===== src/snapshot.hex =====
// one byte per line, address = line order
// 00-1f register file, 20-3f data memory
01
04
07
0a
0d
10
13
16
19
1c
1f
22
25
28
2b
2e
31
34
37
3a
3d
40
43
46
49
4c
4f
52
55
58
5b
5e
61
64
67
6a
6d
70
73
76
79
7c
7f
82
85
88
8b
8e
91
94
97
9a
9d
a0
a3
a6
a9
ac
af
b2
b5
b8
bb
be


===== src/spart_debug_pkg.sv =====
`default_nettype none

package spart_debug_pkg;

	// one byte on the spart data bus
	typedef logic [7:0] byte_t;

	// driver states, encoded as in the console FSM
	typedef enum logic [3:0] {
		init_low_db,
		init_high_db,
		receive_wait,
		send_index,
		send_reg,
		print_memory,
		next_line,
		print_pc
	} driver_state_t;

	// spart register addresses
	localparam logic [1:0] ioaddr_tx_data  = 2'd0;
	localparam logic [1:0] ioaddr_div_low  = 2'd2;
	localparam logic [1:0] ioaddr_div_high = 2'd3;

	// console keys the driver reacts to
	typedef enum logic [7:0] {
		cmd_enter = 8'h0d,
		cmd_dec   = 8'h31,
		cmd_inc   = 8'h32
	} cmd_t;

	localparam byte_t ascii_zero  = 8'h30;
	localparam byte_t ascii_space = 8'h20;

	// baud divisors, entry n selected by br_cfg == n
	localparam logic [3:0][15:0] baud_divisor = {16'h9600, 16'h4b00, 16'h2580, 16'h12c0};

	// entries per dump section
	localparam int unsigned dump_length = 10;

	// snapshot layout, registers low half, data memory high half
	localparam int unsigned snap_addr_width = 6;
	localparam int unsigned mem_region_base = 32;
	localparam string snapshot_file = "/design/src/snapshot.hex";

endpackage

`default_nettype wire

===== src/spart_debug_top.sv =====
`timescale 1ns/1ps
`default_nettype none

module spart_debug_top (
	input  logic                   clk,
	input  logic                   rst,
	input  logic [1:0]             br_cfg,
	input  logic                   rda,
	input  logic                   tbr,
	input  spart_debug_pkg::byte_t databus_in,
	output logic                   iocs,
	output logic                   iorw,
	output logic [1:0]             ioaddr,
	output spart_debug_pkg::byte_t databus_out,
	output logic                   databus_oe
);
	import spart_debug_pkg::*;

	// strobes from the FSM to the counters
	logic index_inc;
	logic index_dec;
	logic mem_inc;

	// counter state and limit flags
	byte_t      dump_index;
	logic [4:0] mem_ptr;
	logic       index_done;
	logic       mem_done;
	logic       mem_at_start;

	// snapshot read data
	byte_t reg_value;
	byte_t mem_value;

	////////////////////////////////////////////////////////////////////////////
	// bus FSM
	////////////////////////////////////////////////////////////////////////////
	driver_fsm u_driver_fsm (
		.clk          (clk),
		.rst          (rst),
		.br_cfg       (br_cfg),
		.rda          (rda),
		.tbr          (tbr),
		.databus_in   (databus_in),
		.reg_value    (reg_value),
		.mem_value    (mem_value),
		.index_done   (index_done),
		.mem_done     (mem_done),
		.mem_at_start (mem_at_start),
		.dump_index   (dump_index),
		.iocs         (iocs),
		.iorw         (iorw),
		.ioaddr       (ioaddr),
		.databus_out  (databus_out),
		.databus_oe   (databus_oe),
		.index_inc    (index_inc),
		.index_dec    (index_dec),
		.mem_inc      (mem_inc)
	);

	////////////////////////////////////////////////////////////////////////////
	// dump counters and snapshot
	////////////////////////////////////////////////////////////////////////////
	dump_pointers u_dump_pointers (
		.clk          (clk),
		.rst          (rst),
		.index_inc    (index_inc),
		.index_dec    (index_dec),
		.mem_inc      (mem_inc),
		.dump_index   (dump_index),
		.mem_ptr      (mem_ptr),
		.index_done   (index_done),
		.mem_done     (mem_done),
		.mem_at_start (mem_at_start)
	);

	snapshot_memory u_snapshot_memory (
		.dump_index (dump_index),
		.mem_ptr    (mem_ptr),
		.reg_value  (reg_value),
		.mem_value  (mem_value)
	);

endmodule

`default_nettype wire


===== src/driver_fsm.sv =====
`timescale 1ns/1ps
`default_nettype none

module driver_fsm (
	input  logic                   clk,
	input  logic                   rst,
	input  logic [1:0]             br_cfg,
	input  logic                   rda,
	input  logic                   tbr,
	input  spart_debug_pkg::byte_t databus_in,
	input  spart_debug_pkg::byte_t reg_value,
	input  spart_debug_pkg::byte_t mem_value,
	input  logic                   index_done,
	input  logic                   mem_done,
	input  logic                   mem_at_start,
	input  spart_debug_pkg::byte_t dump_index,
	output logic                   iocs,
	output logic                   iorw,
	output logic [1:0]             ioaddr,
	output spart_debug_pkg::byte_t databus_out,
	output logic                   databus_oe,
	output logic                   index_inc,
	output logic                   index_dec,
	output logic                   mem_inc
);
	import spart_debug_pkg::*;

	driver_state_t state;
	driver_state_t next_state;

	// divisor picked by the board switches
	logic [15:0] divisor;

	// ascii digits, plain add, wraps past 8 bits
	byte_t index_digit;
	byte_t reg_digit;
	byte_t mem_digit;

	// one byte to the transmitter this cycle
	logic  tx_load;
	byte_t tx_byte;

	assign divisor     = baud_divisor[br_cfg];
	assign index_digit = dump_index + ascii_zero;
	assign reg_digit   = reg_value + ascii_zero;
	assign mem_digit   = mem_value + ascii_zero;

	////////////////////////////////////////////////////////////////////////////
	// state register
	////////////////////////////////////////////////////////////////////////////
	always_ff @(posedge clk or posedge rst) begin
		if (rst) begin
			state <= init_low_db;
		end else begin
			state <= next_state;
		end
	end

	////////////////////////////////////////////////////////////////////////////
	// next state and bus outputs
	////////////////////////////////////////////////////////////////////////////
	always_comb begin
		// idle bus, read direction, tx address
		next_state  = state;
		iocs        = 1'b1;
		iorw        = 1'b1;
		ioaddr      = ioaddr_tx_data;
		databus_out = '0;
		databus_oe  = 1'b0;
		index_inc   = 1'b0;
		index_dec   = 1'b0;
		mem_inc     = 1'b0;
		tx_load     = 1'b0;
		tx_byte     = ascii_space;

		case (state)
			// divisor low byte, iorw stays high
			init_low_db: begin
				ioaddr      = ioaddr_div_low;
				databus_out = divisor[7:0];
				// bus stays released while reset is held
				databus_oe  = ~rst;
				next_state  = init_high_db;
			end
			// divisor high byte
			init_high_db: begin
				ioaddr      = ioaddr_div_high;
				databus_out = divisor[15:8];
				databus_oe  = 1'b1;
				next_state  = receive_wait;
			end
			// poll rda, decode the byte in the cycle it shows up
			receive_wait: begin
				if (!rda) begin
					iocs = 1'b0;
				end else begin
					case (databus_in)
						cmd_enter: begin
							next_state = send_index;
						end
						cmd_dec: begin
							index_dec  = 1'b1;
							next_state = print_pc;
						end
						cmd_inc: begin
							index_inc  = 1'b1;
							next_state = print_pc;
						end
						// anything else is dropped
						default: begin
							next_state = receive_wait;
						end
					endcase
				end
			end
			// index digit, or skip to memory once past the last entry
			send_index: begin
				if (index_done) begin
					next_state = print_memory;
				end else if (tbr) begin
					tx_load    = 1'b1;
					tx_byte    = index_digit;
					next_state = send_reg;
				end
			end
			// register digit, then step the index
			send_reg: begin
				if (tbr) begin
					tx_load    = 1'b1;
					tx_byte    = reg_digit;
					index_inc  = 1'b1;
					next_state = next_line;
				end
			end
			// memory digit, pointer never rewinds
			print_memory: begin
				if (mem_done) begin
					next_state = receive_wait;
				end else if (tbr) begin
					tx_load    = 1'b1;
					tx_byte    = mem_digit;
					mem_inc    = 1'b1;
					next_state = next_line;
				end
			end
			// separator space
			next_line: begin
				if (tbr) begin
					tx_load = 1'b1;
					// pointer still at 0 means register section is running
					if (mem_at_start) begin
						next_state = send_index;
					end else begin
						next_state = print_memory;
					end
				end
			end
			// single space answers a '1' or '2'
			print_pc: begin
				if (tbr) begin
					tx_load    = 1'b1;
					next_state = receive_wait;
				end
			end
			default: begin
				next_state = init_low_db;
			end
		endcase

		// transmit write, tbr already checked by the state
		if (tx_load) begin
			iorw        = 1'b0;
			ioaddr      = ioaddr_tx_data;
			databus_out = tx_byte;
			databus_oe  = 1'b1;
		end
	end

endmodule

`default_nettype wire


===== src/dump_pointers.sv =====
`timescale 1ns/1ps
`default_nettype none

module dump_pointers (
	input  logic                   clk,
	input  logic                   rst,
	input  logic                   index_inc,
	input  logic                   index_dec,
	input  logic                   mem_inc,
	output spart_debug_pkg::byte_t dump_index,
	output logic [4:0]             mem_ptr,
	output logic                   index_done,
	output logic                   mem_done,
	output logic                   mem_at_start
);
	import spart_debug_pkg::*;

	////////////////////////////////////////////////////////////////////////////
	// counters
	////////////////////////////////////////////////////////////////////////////

	// dump index, wraps both ways, inc wins over dec
	always_ff @(posedge clk or posedge rst) begin
		if (rst) begin
			dump_index <= '0;
		end else if (index_inc) begin
			dump_index <= dump_index + 8'd1;
		end else if (index_dec) begin
			dump_index <= dump_index - 8'd1;
		end
	end

	// memory pointer, only counts up
	always_ff @(posedge clk or posedge rst) begin
		if (rst) begin
			mem_ptr <= '0;
		end else if (mem_inc) begin
			mem_ptr <= mem_ptr + 5'd1;
		end
	end

	////////////////////////////////////////////////////////////////////////////
	// limit flags
	////////////////////////////////////////////////////////////////////////////

	// 255 after a wrap also counts as done
	assign index_done   = (dump_index >= byte_t'(dump_length));
	assign mem_done     = (mem_ptr >= 5'(dump_length));
	assign mem_at_start = (mem_ptr == '0);

endmodule

`default_nettype wire


===== src/snapshot_memory.sv =====
`timescale 1ns/1ps
`default_nettype none

module snapshot_memory (
	input  spart_debug_pkg::byte_t dump_index,
	input  logic [4:0]             mem_ptr,
	output spart_debug_pkg::byte_t reg_value,
	output spart_debug_pkg::byte_t mem_value
);
	import spart_debug_pkg::*;

	// register file image then data memory image
	byte_t snap_mem [2**snap_addr_width];

	logic [snap_addr_width-1:0] reg_addr;
	logic [snap_addr_width-1:0] mem_addr;

	initial begin
		$readmemh(snapshot_file, snap_mem);
	end

	// 32 registers, low five index bits select one
	assign reg_addr = snap_addr_width'(dump_index[4:0]);
	// data memory sits above the registers
	assign mem_addr = snap_addr_width'(mem_region_base) + snap_addr_width'(mem_ptr);

	// async reads, same cycle as the address
	assign reg_value = snap_mem[reg_addr];
	assign mem_value = snap_mem[mem_addr];

endmodule

`default_nettype wire


===== config.mk =====
export PLATFORM = sky130hd
export DESIGN_NAME = spart_debug_top
export DESIGN_NICKNAME = d
export VERILOG_FILES = /design/src/spart_debug_pkg.sv /design/src/spart_debug_top.sv /design/src/driver_fsm.sv /design/src/dump_pointers.sv /design/src/snapshot_memory.sv
export SDC_FILE = /design/constraint.sdc
export NUM_CORES = 1
export LEC_CHECK = 0
export BUFFER_PORTS_ARGS = -buffer_cell sky130_fd_sc_hd__buf_4
export CAP_MARGIN = 15
export CORE_ASPECT_RATIO = 0.6
export CORE_MARGIN = 1.5
export CORE_UTILIZATION = 30
export CTS_CLUSTER_DIAMETER = 80
export DETAILED_ROUTE_END_ITERATION = 8
export SLEW_MARGIN = 20
export SYNTH_ARGS = -nofsm -noshare
export SYNTH_HDL_FRONTEND = slang
export SYNTH_HIERARCHICAL = 1
export SYNTH_SLANG_ARGS = --single-unit

===== constraint.sdc =====
create_clock -name clk -period 3.6 [get_ports clk]
set_input_delay 0 -clock clk [delete_from_list [all_inputs] [get_ports clk]]
set_output_delay 0 -clock clk [all_outputs]
set_load 0.005 [all_outputs]

# After elaboration in Yosys (flattened, before gate mapping)
# Cells that the tools add are included.
# totals
latch_bits,0
reg_bits,17
romBits,0
n_memories,0
ramBits,0
# classes
div_mod_pow,0
n_eq_ne,14
n_mul,0
bitwise,1
n_addsub,6
reduce_logical,6
shifts,0
n_lt_le_gt_ge,3
muxes,40
# ops
op,n
two-way mux 8 bit,8
binary-select mux 16 bit (select 2 bit),1
case mux 4 bit (8 select lines),1
two-way mux 4 bit,7
case mux 8 bit (3 select lines),1
adder 8 x 6 -> 8 bit (both inputs constant),2
equality test 4 x 3 -> 1 bit (second input constant),4
equality test 8 x 6 -> 1 bit (second input constant),2
two-way mux 16 bit,1
case mux 8 bit (2 select lines),1
two-way mux 1 bit,13
adder 8 x 1 -> 8 bit (second input constant),1
adder 8 x 6 -> 8 bit (second input constant),1
equality test 4 x 2 -> 1 bit (second input constant),2
equality test 8 x 4 -> 1 bit (second input constant),1
greater-or-equal comparator 8 x 4 -> 1 bit (second input constant),1
subtractor 8 x 1 -> 8 bit (second input constant),1
inequality test 2 bit (second input constant),3
case mux 3 bit (2 select lines),1
adder 5 x 1 -> 5 bit (second input constant),1
greater-or-equal comparator 5 x 4 -> 1 bit (second input constant),1
zero test 5 bit,1
equality test 4 x 1 -> 1 bit (second input constant),1
zero test 4 bit,1
other kinds (12),13

# Longest topological paths before layout
# Gate-level depths: netlist (run 1).
# logic_depth
ltp_word,6
mapped_depth,11
mapped_depth_nobuf,10

# By module
# Netlist (run 1), hierarchy kept.
# by_module_without_submodules
mod,area_per_inst_um2,seq_area_each_um2,instances,cells_per_inst
driver_fsm,913.4,100.1,1,116
dump_pointers,839.6,325.3,1,83
snapshot_memory,123.9,0.0,1,17

# Least setup slack after synthesis (run 1)
# No wires, ideal clock.
# synth_timing
path_kind,register to register
start,register u_driver_fsm.state[3]
end,register u_dump_pointers.dump_index[7]
path_stages_with_launch,12
setup_ns,0.080
t_arrival_ns,2.520
synth_period_minus_slack_ns,2.600
setup_slack_ns,1.000
path_cell_list,dfrtp_1 -> buf_6 -> nand3b_2 -> or3_1 -> nand2_1 -> inv_1 -> ha_1 -> o21ai_0 -> o21ai_1 -> a31oi_1 -> mux2i_1 -> xnor2_1
# synth_between
elab_chain_len,3
elab_cells_between_ends,6
cone_classes,eq/ne (2); mux (3); reduce/logical (1)
# synth_rtl
element,line,rtl
start: declaration,driver_fsm.sv:28,driver_state_t state;
start signal: assignment,driver_fsm.sv:53,state <= init_low_db;
start signal: assignment,driver_fsm.sv:55,state <= next_state;
equality test 4 x 3 -> 1 bit / equality test 4 x 2 -> 1 bit (equally long branches),driver_fsm.sv:76,case (state)
case mux 1 bit (2 select lines) *,driver_fsm.sv:76,
named net index_inc,spart_debug_top.sv:20,logic index_inc;
two-way mux 8 bit / nonzero test 2 bit (equally long branches),--,
end signal: assignment,dump_pointers.sv:27,dump_index <= dump_index + 8'd1;
end signal: assignment,dump_pointers.sv:29,dump_index <= dump_index - 8'd1;
end: declaration,dump_pointers.sv:10,"output spart_debug_pkg::byte_t dump_index,"
# Mark *: on every way through the listed nets, which the timed path passes. The rest lies on a longest branch.
# A chain may end at the register's enable or synchronous reset.

# Worst setup path in the final report (run 1)
# layout_timing
start,register u_driver_fsm.state[2]
end,register u_dump_pointers.dump_index[7]
# Same word-level chain as after synthesis.

==> metrics.txt, run 1 <==
max-cap viol count=0; area taken by multi-input logic gates=approximately 1300 um2; # DRC=0; Die X=~110 um; vias in the first global route=between 1000 and 1500; Leak=0.000933 uW; Clock Skews=around 0.0032 ns; Gate power share=a little under three fifths; Synth Flop Type=dfrtp_1; total global-route track usage=roughly an eighth; Max VDD drop=approximately 190 uV; number of setup buffers added after CTS=0; share of layout cells above drive strength 1=between 15 and 20%; Worst EP required=roughly 3.8 ns; reg2reg start=u_driver_fsm/state[2]; Hold Path Depth=4; CP Cell Sequence=nor4b_2 > nand4_1 > nand2_1 > inv_1 > ha_1 > o21ai_0 > o21ai_1 > a31oi_1 > mux2i_1 > xnor2_1; First-pass DRT Iterations=4; vias per inst=approximately 4.8; Setup Viol. Count Final=0; Die Area=just under 7000 um2; row cnt=22; crit end category=flip-flop; Clk pwr share=about an eighth; area delta synth->final=13.7%; Setup TNS=0 ns; largest net degree at the start of global routing=17; Worst EP arrival=3.11 ns; Worst Path Max Fanout=12; Die Y=between 60 and 70 um; root buf cell=clkbuf_8; status=complete, no violations; Rel. slew slack=approximately 37%; HP Class=primary input to flip-flop; Mean Syn Cell Area=between 8 and 9 um2; hold path start=tbr; pwr/cell area=about 560 nW/um2; worst reg-to-reg path cell count=10; fraction of registers with async set/reset=between 90% and 100%; H-tree levels=1; fillers=approximately 660; antenna violations before repair=0; Slew Viols, Final=0; Seq. cell area=between 400 and 500 um2; Syn Inst Count=between 200 and 250; count of flip-flops with a built-in enable after synthesis=0; CTS Buffer Depth=2; post-synth cell types=57; PortBufs=26; Reg power frac=a little under a third; # IOs=27; flops & latches, synth=17; worst slew pin tran=around 0.94 ns; Final period util=roughly four fifths; Total Routed Length=between 4000 and 5000 um; FF-to-FF End=u_dump_pointers/dump_index[7]; Seq/Total Area, Yosys=22.7%; internal power=approximately 670 uW; fin nets=273; placed wire-length estimate=approximately 3400 um; DR iter-0 viols=approximately 110; detailed-route wire length per cell=13.0 um; clock-pin slew on the worst setup and hold paths=around 0.07 ns; Post-Syn Area=1880 um2; Critical-path top delay cell=dfrtp_1; ANT cells=0; antenna-violating nets left=0; sw frac=between 40 and 50%; RSZ-0062 raised after global routing=no; worst setup path start=u_driver_fsm/state[2]; Final Hold Fails=0; post-layout min period=2.93 ns; worst hold endpoint=u_driver_fsm/state[1]; starting density of the core=a little under a third; first-pass GRT wire length=7200 um; fmax=342 MHz; core area=slightly above 6000 um2; R2R Setup Slk=~0.67 ns; CTS tree=built; Worst-Skew Late Latency=between 0.2 and 0.3 ns; fin util=about a third; TritonCTS Buffers=3; gp weighted congestion=around 0.85; critical path class=flip-flop to flip-flop; Vias=~1600; clk sinks=17; Max stage delay on crit path=0.55 ns; CP startpoint kind=flip-flop; GRT Residual Overflow=0; Psw=539 uW; synth warn=6
layout make-up:
| cell class | count | share of cell area (%) |
|---|---|---|
| Multi-Input combinational cell | 173 | 59.9 |
| Sequential cell | 17 | 19.9 |
| Timing Repair Buffer | 27 | 9.62 |
| Tap cell | 84 | 4.93 |
| Inverter | 19 | 3.34 |
| Clock buffer | 3 | 1.94 |
| Clock inverter | 1 | 0.352 |
registers in the layout, summed over array words and instances, names as in the netlist:
signal,flops
u_dump_pointers/dump_index,8
u_dump_pointers/mem_ptr,5
u_driver_fsm/state,4
cell families (layout without fill, tap and decap cells):
group | count (synthesis) | count (layout) | share of synthesized area (%)
and+or+nand+nor | 61 | 61 | 20.2
AOI/OAI and AO/OA | 55 | 55 | 21.4
buffers and inverters | 41 | 50 | 12.3
adders and majority gates | 18 | 18 | 12.4
xor gates and xnor gates | 17 | 17 | 7.93
DFF | 17 | 17 | 22.7
muxes | 5 | 5 | 2.73
other | 2 | 17 | 0.400
per-layer routing:
layer  up-vias  part of all wire, %  GRT usage [%]
met5         -                    0              0
met4         0                0.095           1.03
met3         2                  5.3           2.76
met2        36                   38           18.0
met1       717                   57           21.5
li1        806                    -              -
cells in the mapped netlist (3+ instances only):
cell type / count / area [um2]
buf_4: 17 / 128
dfrtp_1: 17 / 425
ha_1: 17 / 213
nand2_1: 17 / 63.8
inv_1: 16 / 60.1
o21ai_0: 11 / 55.1
xnor2_1: 10 / 87.6
a22oi_1: 9 / 67.6
xor2_1: 7 / 61.3
nand2b_1: 5 / 31.3
nor3_1: 5 / 25.0
a21oi_1: 4 / 20.0
buf_2: 4 / 20.0
mux2i_1: 4 / 40.0
nand4_1: 4 / 25.0
nor2_1: 4 / 15.0
inv_2: 3 / 11.3
nand3_1: 3 / 15.0
nor3b_1: 3 / 22.5
nor4b_1: 3 / 26.3
o211ai_1: 3 / 22.5
o21ai_1: 3 / 15.0
o21bai_1: 3 / 22.5
timing repair:
action / CTS / global route
hold buffers: 1 / 0
endpoints found under the hold margin: 17 / 0
resized for setup: 0 / 0
power groups by stage:
stage / logic [uW] / registers (uW) / clock network, uW
6_report: 680 / 375 / 150
5_1_grt: 766 / 390 / 167
4_1_cts: 677 / 372 / 155
3_5_place_dp: 674 / 377 / 0
3_3_place_gp: 677 / 375 / 0
2_1_floorplan: 561 / 318 / 0
worst max path at each step:
stage | to | cells past startpoint
2_1_floorplan | u_dump_pointers/dump_index[7] | 11
3_3_place_gp | u_dump_pointers/dump_index[7] | 10
3_5_place_dp | u_dump_pointers/dump_index[7] | 10
4_1_cts | u_dump_pointers/dump_index[7] | 10
5_1_grt | u_dump_pointers/dump_index[7] | 10
6_report | u_dump_pointers/dump_index[7] | 10
through the flow:
step | cells | instance area (um2) | power [uW] | hold WS (ns) | setup slack [ns]
finish | 324 | 2130 | 1200 | 0.161 | 0.673
global route | 324 | 2130 | 1320 | 0.163 | 0.431
CTS | 324 | 2130 | 1200 | 0.159 | 0.672
detailed placement | 319 | 2070 | 1050 | -0.0466 | 0.706
global placement | 319 | 2070 | 1050 | -0.0537 | 0.766
floorplan | 231 | 1930 | 879 | -0.225 | 1.00
cells in the final DEF (no fill, tap or decap), types with 4 or more instances in the layout:
master / synthesis / final
inv_1: 16 / 16
nor3_1: 5 / 5
nor2_1: 4 / 4
nand2_1: 17 / 17
conb_1: 2 / 17
nand4_1: 4 / 4
dfrtp_1: 17 / 17
xor2_1: 7 / 7
o21ai_0: 11 / 11
buf_4: 17 / 26
a22oi_1: 9 / 9
ha_1: 17 / 17
mux2i_1: 4 / 4
nand2b_1: 5 / 5
xnor2_1: 10 / 10
a21oi_1: 4 / 4
worst max-delay path: cells and delay by family, from the launching register on:
family                     cells  cell delay (ns)
and+or+nand+nor                3             0.86
buffers and inverters          1             0.16
adders and majority gates      1             0.38
DFF                            1             0.55
muxes                          1             0.24
xor gates and xnor gates       1             0.13
AOI/OAI and AO/OA              3             0.52
No activity file was read; power rests on OpenSTA's default activity.
==> inputs of run 2 (changes only) <==
==> constraint.sdc (replaced) <==
create_clock -name clk -period 3 [get_ports clk]
set_input_delay 0 -clock clk [delete_from_list [all_inputs] [get_ports clk]]
set_output_delay 0 -clock clk [all_outputs]
set_load 0.005 [all_outputs]
==> metrics.txt, run 2 (synthesized netlist as in run 1, its figures left out) <==
status=complete, no violations; area delta synth->final=15.7%; Largest Register=u_dump_pointers/dump_index; row cnt=22 (unchanged); starting density of the core=30.9% (unchanged); Placement Setup Slack=0.159 ns (-0.548 ns); CP bufs+invs=1 (unchanged); Final Hold Fails=0 (unchanged); Setup TNS=0 ns (unchanged); CP startpoint kind=flip-flop; largest net degree at the start of global routing=16 (-1); crit end category=flip-flop; TritonCTS Buffers=3 (unchanged); most common cell after layout, fill and taps aside=buf_4; share of layout cells above drive strength 1=18.9% (+1.8 points); worst slew pin tran=0.888 ns (-0.0486 ns); ANT cells=0 (unchanged); total global-route track usage=12.8% (-0.42 points); Worst Path Max Fanout=7 (-5); slack of the critical path=0.222 ns (-0.451 ns); most frequent cells in the layout=buf_4, nand2_1, ha_1, dfrtp_1, conb_1; Max VDD drop=290 uV (+54%); Hold Path Depth=3 (-1); post-layout min period=2.78 ns (-0.149 ns); core area=6080 um2 (unchanged); antenna violations before repair=0 (unchanged); antenna-violating nets left=0 (unchanged); # IOs=27 (unchanged); detailed-route wire length per cell=12.7 um (-2.5%); placed wire-length estimate=3460 um (+0.25%); DR iter-0 viols=98 (-8.4%); Setup Viol. Count Final=0 (unchanged); Die Y=64.3 um (unchanged); CTS Buffer Depth=2 (unchanged); CP Cell Sequence=nand3b_2 > or3_1 > nand2_1 > inv_2 > fa_1 > a21o_1 > a21oi_1 > o21bai_1 > mux2i_1 > nand2_1; PortBufs=26 (unchanged); RSZ-0062 raised after global routing=no; max-cap viol count=0 (unchanged); number of setup buffers added after CTS=0 (unchanged); Vias=1584 (+1.5%); Largest register FFs=8 (unchanged); Worst-Skew Late Latency=0.26 ns (about the same); GRT Residual Overflow=0 (unchanged); top cell family by delay on the critical path=simple AND/OR/NAND/NOR gates; Most common cell on crit path=nand2_1; Worst EP arrival=2.92 ns (-0.19 ns); Max stage delay on crit path=0.47 ns (-0.08 ns); Rel. slew slack=40.6% (+3.3 points); placed cell area=2100 um2 (+1.4%); HP Class=primary input to flip-flop; fin util=35.7% (+0.64 points); pwr/cell area=683 nW/um2 (+21%); fin nets=277 (+1.5%); H-tree levels=1 (unchanged); Seq. cell area=425 um2 (unchanged); Pwr Total=1480 uW (+23%); Post-Layout Inst Area=2170 um2 (+1.8%); clk sinks=17 (unchanged); Leak=0.000955 uW (+2.4%); fmax=360 MHz (+5.4%); Final period util=92.6% (+11 points); Die X=105 um (unchanged); vias per inst=4.83 (+0.24%); clock-pin slew on the worst setup and hold paths=0.07 ns (about the same); Critical-path top delay cell=dfrtp_1; critical path class=flip-flop to flip-flop; vias in the first global route=1470 (-1.0%); root buf cell=clkbuf_8; first-pass GRT wire length=7030 um (-2.4%); CTS tree=built; Clock Skews=0.00705 ns (+0.00382 ns); First-pass DRT Iterations=4 (unchanged); Die Area=6750 um2 (unchanged); gp weighted congestion=0.803 (-6.0%); worst reg-to-reg path cell count=10 (unchanged); Largest regs=u_dump_pointers/dump_index x8, u_dump_pointers/mem_ptr x5, u_driver_fsm/state x4; area taken by multi-input logic gates=1290 um2 (+0.68%); fillers=638 (-3.8%); Worst EP required=3.14 ns (-0.64 ns); # DRC=0 (unchanged); Total Routed Length=4150 um (-1.3%); Slew Viols, Final=0 (unchanged); number of cells on the critical path=10 (unchanged)
==> run 2: timing repair <==
action                                  4_1_cts  5_1_grt
gates resized for setup                       0        3
endpoints found under the hold margin        17        0
endpoints found under the setup margin        0        3
hold buffers                                  1        0
==> run 2: final timing paths <==
check                                           endpoint                  startpoint  slack (ns)
setup / recovery           u_dump_pointers/dump_index[6]       u_driver_fsm/state[3]        0.22
hold / removal                     u_driver_fsm/state[0]                         tbr        0.16
setup reg to reg           u_dump_pointers/dump_index[6]       u_driver_fsm/state[3]        0.22
hold reg to reg               u_dump_pointers/mem_ptr[4]  u_dump_pointers/mem_ptr[4]        0.49
max in group asynchronous  u_dump_pointers/dump_index[0]                         rst        2.30
min in group asynchronous          u_driver_fsm/state[2]                         rst        0.22
==> run 2: final cells by class <==
cell class | count | share of cell area [%]
repair buffers | 31 | 10.8
clock inverters | 1 | 0.346
well taps | 84 | 4.84
inverters | 19 | 3.28
clock buffers | 3 | 1.90
flip-flops and latches | 17 | 19.6
multi-input cells | 173 | 59.2
==> run 2: per-layer routing <==
metal	part of all wire, %	GRT usage [%]	up-vias
li1	-	-	817
met1	55	20.4	719
met2	38	17.6	46
met3	6.7	2.96	2
met4	0.096	1.20	0
met5	0	0	-
==> run 2: through the flow <==
stage | hold WS [ns] | cells
2_1_floorplan | -0.225 | 231
3_3_place_gp | -0.0549 | 323
3_5_place_dp | -0.0492 | 323
4_1_cts | 0.154 | 328
5_1_grt | 0.176 | 328
6_report | 0.164 | 328
==> run 2: worst reg2reg max path, stage by stage, from the launching register on <==
cell and delay (ns):
dfrtp_1 0.47, nand3b_2 0.30, or3_1 0.41, nand2_1 0.17, inv_2 0.11, fa_1 0.47
a21o_1 0.17, a21oi_1 0.23, o21bai_1 0.11, mux2i_1 0.15, nand2_1 0.07
==> run 2: power by group <==
part	internal (uW)	switching (uW)	total (uW)	leakage, uW
combinational	430	451	881	0.000711
sequential	302	122	424	0.000222
clock	93.6	85.4	179	0.0000217
